## config.mk

```make
export PLATFORM = sky130hd
export DESIGN_NAME = dw_window
export DESIGN_NICKNAME = d
export VERILOG_FILES = /design/src/dw_pkg.sv /design/src/dw_window.sv
export SDC_FILE = /design/constraint.sdc
export NUM_CORES = 1
export LEC_CHECK = 0
export BUFFER_PORTS_ARGS = -buffer_cell sky130_fd_sc_hd__buf_2
export CORE_AREA = 2 2 309 311
export CTS_CLUSTER_DIAMETER = 60
export DETAILED_ROUTE_END_ITERATION = 6
export DIE_AREA = 0 0 311 313
export PLACE_DENSITY_LB_ADDON = 0.3
export SLEW_MARGIN = 10
export SYNTH_ARGS = -nofsm -noshare
export SYNTH_HDL_FRONTEND = slang
export SYNTH_SLANG_ARGS = --single-unit
```

## constraint.sdc

```tcl
create_clock -name clk -period 4.8 [get_ports clk]
set_input_delay 0.96 -clock clk [delete_from_list [all_inputs] [get_ports clk]]
set_output_delay 0.96 -clock clk [all_outputs]
set_load 0.01 [all_outputs]
```

## src/dw_pkg.sv

```systemverilog
package dw_pkg;

    localparam int DATA_W = 8;                  // signed channel sample
    localparam int COEF_W = 8;                  // signed weight
    localparam int ACC_W  = 20;                 // nine 16 bit products
    localparam int CH_MAX = 8;                  // lanes held by the structs

    // one pixel, all channels side by side, lane 0 in the low bits
    typedef struct packed {
        logic [CH_MAX-1:0][DATA_W-1:0] smp;
    } pix_t;

    // vertical column, oldest row first
    typedef struct packed {
        pix_t top;                              // two rows back
        pix_t mid;                              // one row back
        pix_t bot;                              // current row
    } col_t;

    // 3x3 window, oldest column first
    typedef struct packed {
        col_t left;
        col_t centre;
        col_t right;
    } win_t;

    typedef struct packed {
        logic [CH_MAX-1:0][ACC_W-1:0] acc;      // signed per-channel sums
    } res_t;

    typedef struct packed {
        logic [2:0]        ch;                  // channel lane
        logic [3:0]        tap;                 // row-major, 0 to 8
        logic [COEF_W-1:0] coef;                // signed weight
        logic              we;
    } wcfg_t;

    // tap index is row * 3 + column
    typedef enum logic [3:0] {
        t00 = 4'd0, t01 = 4'd1, t02 = 4'd2,
        t10 = 4'd3, t11 = 4'd4, t12 = 4'd5,
        t20 = 4'd6, t21 = 4'd7, t22 = 4'd8
    } tap_e;

    // occupancy tag of one mac pipeline slot
    typedef enum logic [1:0] {
        mac_idle = 2'd0,
        mac_mult = 2'd1,
        mac_sum  = 2'd2
    } mac_state_e;

endpackage
```

## src/dw_window.sv

```systemverilog
`timescale 1ns/1ps

module dw_window #(
    parameter int MAX_ROW_LEN = 64
) (
    input  logic                             clk,
    input  logic                             rstn,
    input  logic                             advance,
    input  dw_pkg::col_t                     col,
    input  logic                             col_valid,
    input  logic                             row_ok,
    input  logic [$clog2(MAX_ROW_LEN+1)-1:0] row_len,
    input  logic                             row_len_load,
    output dw_pkg::win_t                     win,
    output logic                             win_valid
);

    localparam int LW = $clog2(MAX_ROW_LEN + 1);

    logic          shift;
    logic [LW-1:0] col_cnt_q;                   // index of the presented column
    logic [LW-1:0] col_cnt_d;
    logic          col_ge2_q;                   // presented column is 2 or later
    dw_pkg::col_t  left_q;
    dw_pkg::col_t  centre_q;

    assign shift = advance & col_valid;

    always_comb begin
        if (col_cnt_q == row_len - LW'(1)) begin
            col_cnt_d = '0;                     // next column starts a new row
        end else begin
            col_cnt_d = col_cnt_q + LW'(1);
        end
    end

    always_ff @(posedge clk or negedge rstn) begin
        if (!rstn) begin
            col_cnt_q <= '0;
            col_ge2_q <= 1'b0;
        end else if (row_len_load) begin
            col_cnt_q <= '0;
            col_ge2_q <= 1'b0;
        end else if (shift) begin
            col_cnt_q <= col_cnt_d;
            col_ge2_q <= (col_cnt_d >= LW'(2));
        end
    end

    always_ff @(posedge clk) begin
        if (shift) begin
            left_q   <= centre_q;
            centre_q <= col;
        end
    end

    // newest column comes straight from the row buffer register
    assign win.left   = left_q;
    assign win.centre = centre_q;
    assign win.right  = col;

    // windows that straddle a row edge are dropped here
    assign win_valid = col_valid & row_ok & col_ge2_q;

endmodule

```

======== After elaboration in Yosys (flattened, before gate mapping) ========
Index checks and enable logic that the tools add are counted.
word-level totals
  output and inout bits ................... 577
  word-level logic and storage cells ...... 63
  register bits after elaboration ......... 392
  input port bits ......................... 205
operators by class
  add/sub/neg operators ................... 2
  muxes and demuxes ....................... 5
  equal/unequal tests ..................... 1
  reductions and logical operators ........ 1
  magnitude comparators ................... 1
  bitwise gates (word level) .............. 3
operators by type and width
  kind                   number
  $mux W7                3
  $add A7 B1 Y7 const B  1
  $eq A7 B7 Y1           1
  $ge A7 B2 Y1 const B   1
  $sub A7 B1 Y7 const B  1
  $and A1 B1 Y1          3
  $mux W1                2
  $reduce_bool A2 Y1     1

======== Longest topological paths before layout ========
  depth in word-level cells ............... 6
  mapped depth ............................ 9
  mapped depth without buffers ............ 8

======== Worst setup path after synthesis ========
Ideal clock, no wire load.
  path type ............................... input to register
  start ................................... in advance
  end ..................................... reg centre_q, in the netlist win[192], enable pin
  required time ........................... 4.062 ns
  library setup time ...................... 0.738 ns
  buffers on the path ..................... 0
  cell stages on the path ................. 2
  data arrival time ....................... 8.529 ns
  setup slack ............................. -4.467 ns
  cells stage by stage .................... nand2_1 -> inv_1
between the ends
  word-level cells in the longest chain between the ends .. 1
RTL lines
  element               RTL line         source
  from (decl)           dw_window.sv:8   input logic advance,
  $and A1 B1 Y1         dw_window.sv:27  assign shift = advance & col_valid;
  net shift             dw_window.sv:20  logic shift;
  to (signal assigned)  dw_window.sv:53  centre_q <= col;
  to (decl)             dw_window.sv:25  dw_pkg::col_t centre_q;
The timed path passes the listed nets, and every way through them passes these cells.
A chain may end at the register's enable or synchronous reset.

======== Final worst setup path ========
  start ................................... in col_valid
  end ..................................... out win_valid
between the ends
  word-level cells in the longest chain between the ends .. 2
RTL lines
  element                      RTL line         source
  from (decl)                  dw_window.sv:10  input logic col_valid,
  $and A1 B1 Y1 (2 in series)  dw_window.sv:63  assign win_valid = col_valid & row_ok & col_ge2_q;
  to (decl)                    dw_window.sv:15  output logic win_valid
Every way passes these cells.

==> flow_summary.ini <==
[sta]
setup_viol = 0
tightest_slew_ps = 925
fmax_mhz = 424
rsz0062_at_grt = false
timing.slew.headroom_pct = 38.4
min_period_ps = 2360
skew_ps = 11.5
hold_violations = 0
fin_crit_sh_pct = 49.1
drv_slew = 0
fin_ws_ps = 2440

[hold_path]
min_path_type = primary input to asynchronous set/reset pin

[critical_path]
arrival_ps = 1400
worstPathMaxFanout = 2
worstPathRequired_ps = 3840
start_kind = primary input
cpMostUsedCell = buf_2
slowest_stage = and3_1
critPathKind = primary input to output port
crit_path_end_kind = output port
cp_cell_sequence = buf_2 -> and3_1 -> buf_2
cp_slowest_stage_delay_ps = 170

[yosys]
syn_inst = 665
synth_seq_area_share_pct = 85.8
ys_ff_latch = 392
syn_avg_cell_area_um2 = 20.6
synth_area_mm2 = 0.0137
syn-num-nets = 872
yosysWarnings = 0
yosysUniqueCellTypes = 29

[grt]
grt_pass1_wl_mm = 54.5
grt_max_degree = 139
grt_overflow = 0
grt_usage_pct = 7.62
grt_pass1_vias = 8148
antenna_found_initial = 7

[placed_design]
dp_hpwl_mm = 31.0
portBuffers = 781
dp_slack_ps = 1990
place_congestion = 0.875

[floorplanning]
dieHeight_um = 313
rows = 113
core_area_mm2 = 0.0942
dieArea_mm2 = 0.0973
ios = 782
initial_utilization_pct = 14.5
die_w_um = 311

[clocking]
hold_buffers = 0
cts_tree = yes
htree_levels = 2
clk_pin_slew_worst_paths_ps = 60
clock_latency_ps = 590
postCtsSetupBuffers = 0
cts_sinks = 392
ctsLongestPathBuffers = 3
numCtsBuffers = 49
root_buffer = clkbuf_16
cts_resized = 0

[route]
dr_wl_met2_mm = 20.5
drtPass1Iterations = 4
route.detailed.drc = 0
vias = 7977
highest_layer = met5
routed_via_density = 3.05
drt_wl_total_mm = 40.0
met3_length_mm = 3.89
routedWlPerCell_um = 15.3
drt.antenna.violating_nets = 0
met1_length_mm = 14.0
drt-initial-drc-count = 613

[flow_run]
drv_cap = 0

[final_layout]
final_common_cell = buf_2
drive_above_1_share_pct = 64.4
synthToLayoutAreaGrowth_pct = 41.6
postLayoutCoreUtil_pct = 20.6
mostFrequentLayoutCells = buf_2 (781), edfxtp_1 (384), clkbuf_16 (51), nand2_1 (16), clkinv_1 (13)
layout.nets = 1517

[pwr]
p_comb_share_pct = 7.4
p_leak_uw = 0.00774
switching_share_pct = 23.2
vdd_ir_drop_max_v = 0.000240
p_switching_uw = 1890
clkPwrFrac_pct = 42.8
p_int_uw = 6250
p_per_area_mw_per_mm2 = 420
seqPwrFrac_pct = 49.8

[outcome]
run_status = finished clean
synth_stat cells (all sizes together):
| cell | count | share of area (%) |
|---|---|---|
| o32a | 1 | 0.073 |
| nand4 | 1 | 0.046 |
| a31oi | 4 | 0.18 |
| xor2 | 5 | 0.32 |
| nand3 | 10 | 0.37 |
| nand2 | 17 | 0.47 |
| nand3b | 2 | 0.11 |
| dfrtp | 8 | 1.5 |
| o21bai | 1 | 0.055 |
| clkbuf | 2 | 0.13 |
| a211oi | 1 | 0.091 |
| nor2 | 5 | 0.14 |
| xnor2 | 6 | 0.44 |
| nand4b | 1 | 0.064 |
| edfxtp | 384 | 84 |
| nor3 | 4 | 0.15 |
| nand2b | 2 | 0.091 |
| and3 | 1 | 0.046 |
| and2 | 1 | 0.064 |
| buf | 196 | 11 |
| ha | 2 | 0.18 |
| or4 | 1 | 0.055 |
| inv | 3 | 0.082 |
| a21oi | 7 | 0.28 |
logic make-up after synthesis:
| logic type | synth area share [%] |
|---|---|
| compound gates | 0.686 |
| buf+inv | 11.0 |
| flops | 85.8 |
| xor+xnor | 0.759 |
| fa+ha+maj | 0.183 |
| simple gates | 1.59 |
state kept, by name, summed over array words and instances (netlist names):
name,flops
win,384
col_ge2_q,1
col_cnt_q,7
final cells by class:
type / instances / area, µm²
antenna: 4 / 10.0
clock buffer: 57 / 1300
clock inverter: 31 / 235
fill: 10123 / 74800
inverter: 3 / 15.0
multi-input combinational: 72 / 457
sequential: 392 / 11700
tap: 1265 / 1580
timing repair buffer: 792 / 4030
power by group through the flow:
stage | Combinational [µW] | Sequential [µW] | Clock [µW]
5_1_grt | 644 | 4070 | 3750
3_3_place_gp | 618 | 4120 | 0
6_report | 602 | 4050 | 3490
4_1_cts | 618 | 4050 | 3640
3_5_place_dp | 616 | 4120 | 0
2_1_floorplan | 227 | 4210 | 0
worst max-delay path, delay by kind of cell:
family	cells	cell delay (ps)
buffers and inverters	2	270
and+or+nand+nor	1	170
routing by layer:
| layer | GRT usage, % | up-vias |
|---|---|---|
| met2 | 13.4 | 460 |
| li1 | - | 3584 |
| met3 | 3.25 | 83 |
| met1 | 7.69 | 3846 |
| met4 | 3.86 | 4 |
| met5 | 0 | - |
metrics by stage:
stage	instances	setup TNS (ps)	area [µm²]	power [µW]	hold slack, ps
finish	2616	0	19400	8140	220
floorplan	665	-939460	13700	4440	496
global route	2614	0	19400	8460	173
detailed placement	2524	0	17800	4740	426
CTS	2612	0	19300	8310	156
global placement	2524	0	17800	4740	424
final timing paths:
kind | cells after the start | endpoint | slack (ps) | from
min reg2reg | 0 | win[458] | 440 | win[266]
max in group asynchronous | 1 | col_cnt_q[2] | 4380 | rstn
min in group clk | 0 | win[458] | 440 | win[266]
min | 1 | col_cnt_q[6] | 220 | rstn
max reg2reg | 7 | col_ge2_q | 2790 | col_cnt_q[0]
max | 3 | win_valid | 2440 | col_valid
(Power assumes the default switching activity.)
