===== config.mk =====
export PLATFORM = sky130hd
export DESIGN_NAME = dw_weight_bank
export DESIGN_NICKNAME = d
export VERILOG_FILES = /design/src/dw_pkg.sv /design/src/dw_weight_bank.sv
export SDC_FILE = /design/constraint.sdc
export NUM_CORES = 1
export LEC_CHECK = 0
export BUFFER_PORTS_ARGS = -buffer_cell sky130_fd_sc_hd__buf_4
export CORE_ASPECT_RATIO = 1.1
export CORE_MARGIN = 2
export CORE_UTILIZATION = 35
export CTS_CLUSTER_SIZE = 24
export DETAILED_ROUTE_END_ITERATION = 10
export PLACE_DENSITY = 0.61
export SYNTH_ARGS = -nofsm -noshare
export SYNTH_HDL_FRONTEND = slang
export SYNTH_SLANG_ARGS = --single-unit

===== constraint.sdc =====
create_clock -name clk -period 0.9 [get_ports clk]
set_input_delay 0.09 -clock clk [delete_from_list [all_inputs] [get_ports clk]]
set_output_delay 0.09 -clock clk [all_outputs]
set_load 0.02 [all_outputs]

===== src/dw_pkg.sv =====
package dw_pkg;

    localparam int DATA_W = 8;                  // signed channel sample
    localparam int COEF_W = 8;                  // signed weight
    localparam int ACC_W  = 20;                 // nine 16 bit products
    localparam int CH_MAX = 8;                  // lanes held by the structs

    // one pixel, all channels side by side, lane 0 in the low bits
    typedef struct packed {
        logic [CH_MAX-1:0][DATA_W-1:0] smp;
    } pix_t;

    // vertical column, oldest row first
    typedef struct packed {
        pix_t top;                              // two rows back
        pix_t mid;                              // one row back
        pix_t bot;                              // current row
    } col_t;

    // 3x3 window, oldest column first
    typedef struct packed {
        col_t left;
        col_t centre;
        col_t right;
    } win_t;

    typedef struct packed {
        logic [CH_MAX-1:0][ACC_W-1:0] acc;      // signed per-channel sums
    } res_t;

    typedef struct packed {
        logic [2:0]        ch;                  // channel lane
        logic [3:0]        tap;                 // row-major, 0 to 8
        logic [COEF_W-1:0] coef;                // signed weight
        logic              we;
    } wcfg_t;

    // tap index is row * 3 + column
    typedef enum logic [3:0] {
        t00 = 4'd0, t01 = 4'd1, t02 = 4'd2,
        t10 = 4'd3, t11 = 4'd4, t12 = 4'd5,
        t20 = 4'd6, t21 = 4'd7, t22 = 4'd8
    } tap_e;

    // occupancy tag of one mac pipeline slot
    typedef enum logic [1:0] {
        mac_idle = 2'd0,
        mac_mult = 2'd1,
        mac_sum  = 2'd2
    } mac_state_e;

endpackage

===== src/dw_weight_bank.sv =====
`timescale 1ns/1ps

module dw_weight_bank #(
    parameter int CH = 4
) (
    input  logic                                 clk,
    input  logic                                 rstn,
    input  dw_pkg::wcfg_t                        wcfg,
    output logic [CH-1:0][8:0][dw_pkg::COEF_W-1:0] coefs
);

    dw_pkg::tap_e wtap;
    logic         ch_ok;
    logic         tap_ok;
    logic         wr_ok;

    assign wtap   = dw_pkg::tap_e'(wcfg.tap);
    assign ch_ok  = (int'(wcfg.ch) < CH);       // lanes above CH are not built
    assign tap_ok = (wtap <= dw_pkg::t22);
    assign wr_ok  = wcfg.we & ch_ok & tap_ok;

    always_ff @(posedge clk or negedge rstn) begin
        if (!rstn) begin
            coefs <= '0;
        end else if (wr_ok) begin
            coefs[wcfg.ch][wcfg.tap] <= wcfg.coef;  // visible next cycle
        end
    end

endmodule


# Word-level counts from Yosys, hierarchy flattened
# Index checks and enable logic that the tools add are counted.
# word_totals
ff_bits,288
out_inout_bits,288
# op_classes
n_lt_le_gt_ge,6
mux,5
bitwise,2
n_reduce_logical,2
# op_table
cell,count
bitwise mux 288 bit,1
demux 72 bit (select 2 bit),1
2-to-1 mux 72 bit,1
demux 8 bit (select 4 bit),1
2-to-1 mux 8 bit,1
"less-than comparator 3 bit, second input constant",2
"less-than comparator 4 x 5 -> 1 bit, second input constant",1
"greater-or-equal comparator 4 x 1 -> 1 bit, second input constant",1
"less-or-equal comparator 4 bit, second input constant",1
"greater-or-equal comparator 3 x 1 -> 1 bit, second input constant",1
bitwise AND 1 bit,2
logical AND 1 bit,2

# Depth between registers and ports, before layout
# Gate-level depths: netlist of run 1.
# logic_depth
ltp_word,7
ltp_mapped,5

# Worst setup path before layout of run 1
# OpenSTA, ideal clock, no wires.
# synth_timing
path_type,input-to-reg
from,in wcfg[15] (netlist name)
to,reg coefs[208] (netlist name)
arrival_ns,1.302
setup_slack_ns,-0.527
path_stages,4
path_buffers,1
path_cell_list,nor4b_1 bufbuf_8 nand4b_2 mux2_2
# synth_via
elab_chain_cells,5
# synth_lines
item,line_no,text
from (decl),dw_weight_bank.sv:8,"input dw_pkg::wcfg_t wcfg,"
greater-or-equal comparator 3 x 1 -> 1 bit (implied by the code) / less-than comparator 3 bit (equally long branches),"dw_weight_bank.sv:26, dw_weight_bank.sv:18",
logical AND 1 bit (implied by the code),dw_weight_bank.sv:26,coefs[wcfg.ch][wcfg.tap] <= wcfg.coef;
2-to-1 mux 72 bit (implied by the code),dw_weight_bank.sv:26,
demux 72 bit (select 2 bit),dw_weight_bank.sv:26,
bitwise mux 288 bit,dw_weight_bank.sv:26,
"to (signal, indexed assignment)",dw_weight_bank.sv:26,
to (decl),dw_weight_bank.sv:9,output logic [CH-1:0][8:0][dw_pkg::COEF_W-1:0] coefs
# Parallel ways exist; a longest one is shown, timed or not.
# A chain may end at the register's enable or synchronous reset.

# Final worst setup path of run 1
# layout_timing
from,reg coefs[69] (netlist name)
to,out coefs[69] (netlist name)
# No word-level cell between the ends.

==> results of run 1 <==
==> placed cells by master (no fill, tap or decap), types with 3 or more instances in the layout <==
master	Yosys	routed
nand2_2	13	11
clkinvlp_4	0	3
bufinv_16	0	6
mux2_2	283	221
clkbuf_16	0	31
nor4b_4	1	3
buf_12	0	34
nand2_4	0	5
dlygate4sd3_1	0	10
mux2_4	0	64
dfrtp_1	288	288
buf_6	0	333
clkinv_2	0	8
buf_4	0	76
and4_1	5	3
mux2_1	5	3
and4bb_2	4	4
nand2_1	15	10
clkbuf_8	0	6
==> kinds of logic (layout without fill, tap and decap cells) <==
family                 Yosys count  count (layout)  synth area share
muxes                          288             288             0.294
DFF                            288             288             0.653
and+or+nand+nor                 50              50            0.0356
buffers and inverters           46             511            0.0182
==> power by group <==
group,internal [mW],leakage (nW),switching (mW)
combinational,3.60,4.83,3.03
sequential,14.0,3.92,0.835
clock,8.47,0.544,5.20
total,26.1,9.29,9.07
==> repair_timing <==
| action | CTS | global route |
|---|---|---|
| pin swaps | 1 | 3 |
| gates resized for setup | 306 | 72 |
| endpoints found under the setup margin | 356 | 388 |
| buffers inserted | 46 | 41 |
| hold buffers | 9 | 2 |
| endpoints found under the hold margin | 404 | 5 |
==> path summary, 6_finish.rpt <==
check / start / to / slack (ns) / cells after the start
min reg2reg: coefs[207]$_DFFE_PN0P_ / coefs[207]$_DFFE_PN0P_ / 0.52 / 1
min: wcfg[13] / coefs[68]$_DFFE_PN0P_ / 0.06 / 4
max in group asynchronous: rstn / coefs[285]$_DFFE_PN0P_ / -0.07 / 3
min in group asynchronous: rstn / coefs[276]$_DFFE_PN0P_ / 0.19 / 3
max: coefs[69]$_DFFE_PN0P_ / coefs[69] / -0.34 / 1
max reg2reg: coefs[111]$_DFFE_PN0P_ / coefs[111]$_DFFE_PN0P_ / -0.08 / 3
==> layout make-up <==
cell class | count | area (um^2) | share of cell area
well taps | 420 | 526 | 0.0292
clock buffers | 39 | 866 | 0.0481
flip-flops and latches | 288 | 7210 | 0.401
multi-input cells | 338 | 4020 | 0.223
repair buffers | 455 | 5130 | 0.285
clock inverters | 17 | 243 | 0.0135
==> per-layer routing <==
metal	routed length, um	up-vias
met5	0	-
met4	999	0
li1	-	3257
met3	2190	56
met2	17200	232
met1	13300	3815
==> through the flow <==
stage	hold slack, ns	instance area, um^2	instances	setup TNS, ns
6_report	0.0634	18000	1557	-79.64
3_3_place_gp	-0.0488	14900	1423	-151.76
2_1_floorplan	-0.206	11300	672	-80.06
3_5_place_dp	-0.0490	14900	1423	-156.38
5_1_grt	0.0707	18000	1557	-92.53
4_1_cts	0.0888	17500	1534	-87.12
==> flow_metrics.py, run 1 <==
metrics = {
    "power": {
        "ir_drop_mv": 1.40,
        "power.density_nw_per_um2": 1950,
        "totalPowerFinal_mw": 35.2,
        "power.leakage_nw": 9.29,
    },
    "worst_setup_path": {
        "worstPathBufferInverterCount": 1,
        "path_class": "register to primary output",
        "slowest_stage": "dfrtp_1",
        "crit_path_max_incr_delay_ns": 0.44,
        "crit_chain": "buf_6",
        "crit_family": "flip-flops",
        "worstPathArrival_ns": 1.15,
        "startpoint_type": "register",
        "crit_fanout": 2,
        "critPathCaptureType": "primary output",
        "worstPathRequired_ns": 0.81,
    },
    "synthesis": {
        "synth-seq-area-share": 0.653,
        "synth.cell_area_um2": 11000,
        "yosys.area.top_type": "dfrtp_1",
        "synth.most_common_cell": "dfrtp_1",
        "ys.flop_type": "dfrtp_1",
        "post_synth.cell_area_avg_um2": 16.4,
        "synth.area.top_cells": "dfrtp_1, mux2_2, clkbuf_1",
        "synthArstFlopShare": 1.00,
        "ys.warnings.count": 0,
        "synth_seq_cells": 288,
        "synthTopCellsByCount": "dfrtp_1, mux2_2, clkbuf_1",
        "synth_edf_count": 0,
        "syn_inst": 672,
        "synth_cell_type_count": 22,
        "synthesis.nets": 690,
        "synth_top_area_share": 0.653,
    },
    "floorplan": {
        "die_area_um2": 33000,
        "core_area_um2": 31200,
        "ios": 306,
        "die_w_um": 173,
        "start_util": 0.354,
        "fp.dieH_um": 190,
        "row_count": 68,
    },
    "sta": {
        "rsz0062_at_grt": "true",
        "fin_crit_sh": 1.37,
        "min_period_ns": 1.24,
        "finalSetupViolations": 313,
        "relSlewSlack": 0.625,
        "timing.fmax_mhz": 810,
        "final-max-slew-violation-count": 0,
        "setup_slack_ns": -0.335,
        "fin_skew_ns": 0,
        "finalHoldViolCount": 0,
        "worst_pin_slew_ns": 0.562,
    },
    "final_layout": {
        "utilization": 0.576,
        "largest_reg_flops": 288,
        "drive_gt1_frac": 0.721,
        "nets": 1131,
        "top_regs": "coefs (288)",
        "area_growth_pct": 62.9,
        "diodes": 0,
        "regMostFlops": "coefs",
        "fillers": 2451,
    },
    "route": {
        "drc": 0,
        "dr.pass1.iters": 4,
        "vias_per_cell": 4.73,
        "drtIter0Drc": 275,
        "ant_nets": 0,
        "routed_wl_mm": 33.7,
        "wl_per_cell_um": 21.6,
        "num_vias": 7360,
    },
    "cts": {
        "h-tree-depth": 1,
        "cts_tree": "done",
        "clk_path_buf_depth": 3,
        "worstSkewPairLatency_ns": 0.55,
        "cts_buffers": 30,
        "cts-root-buf": "clkbuf_16",
        "clock_sinks": 288,
        "path_clk_slew_ns": 0.06,
    },
    "global_route": {
        "met2_usage": 0.341,
        "busiest_layer": "met2",
        "grt.met3_usage": 0.0510,
        "grt-ovfl-total": 0,
        "grt_pass1_vias": 7856,
        "antenna_found_initial": 0,
        "grt_pass1_wl_mm": 49.9,
        "grt_usage": 0.197,
        "grt_max_degree": 70,
        "grtUsageMet1": 0.241,
    },
    "place": {
        "place_congestion": 0.723,
        "pre_cts_ws_ns": -0.668,
        "dp_hpwl_mm": 22.0,
        "port_buffers": 305,
    },
    "status": {
        "status": "finished with violations",
        "violations": "negative setup slack",
    },
    "hold_path": {
        "hp-class": "primary input to register",
    },
    "run": {
        "cap_violations": 0,
    },
}
Power figures use the tool's default switching activity.
==> run 2, diff against run 1 <==
--- a/config.mk
+++ b/config.mk
@@ -12,6 +12,7 @@
 export CTS_CLUSTER_SIZE = 24
 export DETAILED_ROUTE_END_ITERATION = 10
 export PLACE_DENSITY = 0.61
+export SKIP_CTS_REPAIR_TIMING = 1
 export SYNTH_ARGS = -nofsm -noshare
 export SYNTH_HDL_FRONTEND = slang
 export SYNTH_SLANG_ARGS = --single-unit
==> flow_metrics.py, run 2 (synthesis gave the netlist of run 1 again) <==
metrics = {
    "status": {
        "status": "finished with violations",
        "violations": "negative setup slack",
    },
    "sta": {
        "finalSetupViolations": 309,
        "min_period_ns": 1.23,
        "relSlewSlack": 0.629,
        "final-max-slew-violation-count": 0,
        "tns_ns": -78.82,
        "rsz0062_at_grt": "true",
        "worst_pin_slew_ns": 0.557,
        "timing.fmax_mhz": 815,
        "finalHoldViolCount": 0,
        "setup_slack_ns": -0.327,
        "fin_skew_ns": 0,
        "fin_crit_sh": 1.36,
        "hold_ws_ns": 0.0133,
    },
    "global_route": {
        "grt.met3_usage": 0.0469,
        "grt_pass1_wl_mm": 46.8,
        "grt_pass1_vias": 7260,
        "grt_usage": 0.185,
        "busiest_layer": "met2",
        "grt-ovfl-total": 0,
        "grtUsageMet1": 0.235,
        "grt_max_degree": 70,
        "met2_usage": 0.311,
        "antenna_found_initial": 0,
    },
    "place": {
        "dp_hpwl_mm": 22.0,
        "place_congestion": 0.723,
        "port_buffers": 305,
        "pre_cts_ws_ns": -0.668,
        "place_area_um2": 14900,
    },
    "worst_setup_path": {
        "crit_path_max_incr_delay_ns": 0.43,
        "r2r-start": "coefs[21]$_DFFE_PN0P_",
        "path_class": "register to primary output",
        "startpoint": "coefs[66]$_DFFE_PN0P_",
        "critPathCaptureType": "primary output",
        "slowest_stage": "dfrtp_1",
        "rrSetupSlack_ns": -0.02,
        "worstPathBufferInverterCount": 1,
        "worstPathRequired_ns": 0.81,
        "r2r-end": "coefs[21]$_DFFE_PN0P_",
        "crit_chain": "buf_6",
        "worst_r2r_path_depth": 2,
        "worstPathArrival_ns": 1.14,
        "startpoint_type": "register",
        "crit_family": "flip-flops",
        "crit_fanout": 2,
    },
    "power": {
        "ir_drop_mv": 1.41,
        "power.switching_mw": 8.94,
        "pwr-share-seq": 0.426,
        "p_int_mw": 25.9,
        "pwr-share-clk": 0.391,
        "power.density_nw_per_um2": 1970,
        "swShare": 0.257,
        "pwr-share-comb": 0.183,
        "totalPowerFinal_mw": 34.8,
        "power.leakage_nw": 9.09,
    },
    "hold_path": {
        "hp-class": "primary input to register",
        "min_path_cells": 3,
        "hold_start": "wcfg[3]",
        "hold_path_end": "coefs[2]$_DFFE_PN0P_",
    },
    "route": {
        "dr.pass1.iters": 4,
        "routed_wl_mm": 32.7,
        "ant_nets": 0,
        "drtIter0Drc": 217,
        "drc": 0,
        "vias_per_cell": 4.73,
        "wl_per_cell_um": 21.3,
        "num_vias": 7259,
    },
    "cts": {
        "h-tree-depth": 1,
        "cts-root-buf": "clkbuf_16",
        "cts_buffers": 30,
        "cts_tree": "done",
        "worstSkewPairLatency_ns": 0.55,
        "clock_sinks": 288,
        "path_clk_slew_ns": 0.06,
        "clk_path_buf_depth": 3,
    },
    "final_layout": {
        "final_area_um2": 17600,
        "nets": 1109,
        "largest_reg_flops": 288,
        "regMostFlops": "coefs",
        "multi_input_area_um2": 3950,
        "layout_common_cells": "buf_6, dfrtp_1, mux2_2, buf_4, mux2_4",
        "regArea_um2": 7210,
        "diodes": 0,
        "fillers": 2479,
        "top_regs": "coefs (288)",
        "area_growth_pct": 59.7,
        "drive_gt1_frac": 0.717,
        "final_common_cell": "buf_6",
    },
    "floorplan": {
        "start_util": 0.354,
        "ios": 306,
        "row_count": 68,
        "die_w_um": 173,
        "fp.dieH_um": 190,
        "core_area_um2": 31200,
        "die_area_um2": 33000,
    },
    "run": {
        "cap_violations": 0,
    },
}
[run 2: through the flow]
stage / util / instances
2_1_floorplan: - / 672
3_3_place_gp: 0.476 / 1423
3_5_place_dp: 0.476 / 1423
4_1_cts: 0.511 / 1479
5_1_grt: 0.565 / 1535
6_report: 0.565 / 1535
[run 2: worst max-delay path by stage]
stage,to,depth (start not counted)
2_1_floorplan,coefs[264]$_DFFE_PN0P_,5
3_3_place_gp,coefs[152]$_DFFE_PN0P_,6
3_5_place_dp,coefs[158]$_DFFE_PN0P_,6
4_1_cts,coefs[66],1
5_1_grt,coefs[66],1
6_report,coefs[66],1
[run 2: final cells by class]
type | instances | share of cell area
repair buffers | 433 | 0.275
clock buffers | 39 | 0.0491
flip-flops and latches | 288 | 0.408
clock inverters | 17 | 0.0138
well taps | 420 | 0.0298
multi-input cells | 338 | 0.224
[run 2: power groups by stage]
stage | logic, mW | registers (mW) | clock network (mW)
finish | 6.38 | 14.8 | 13.6
global route | 6.71 | 14.9 | 14.5
CTS | 5.44 | 14.6 | 14.0
detailed placement | 5.43 | 14.8 | 0
global placement | 5.38 | 14.8 | 0
floorplan | 1.26 | 16.1 | 0
[run 2: per-layer routing]
layer,vias to the layer above,share of wire
li1,3208,-
met1,3783,0.40
met2,217,0.51
met3,51,0.063
met4,0,0.027
met5,-,0
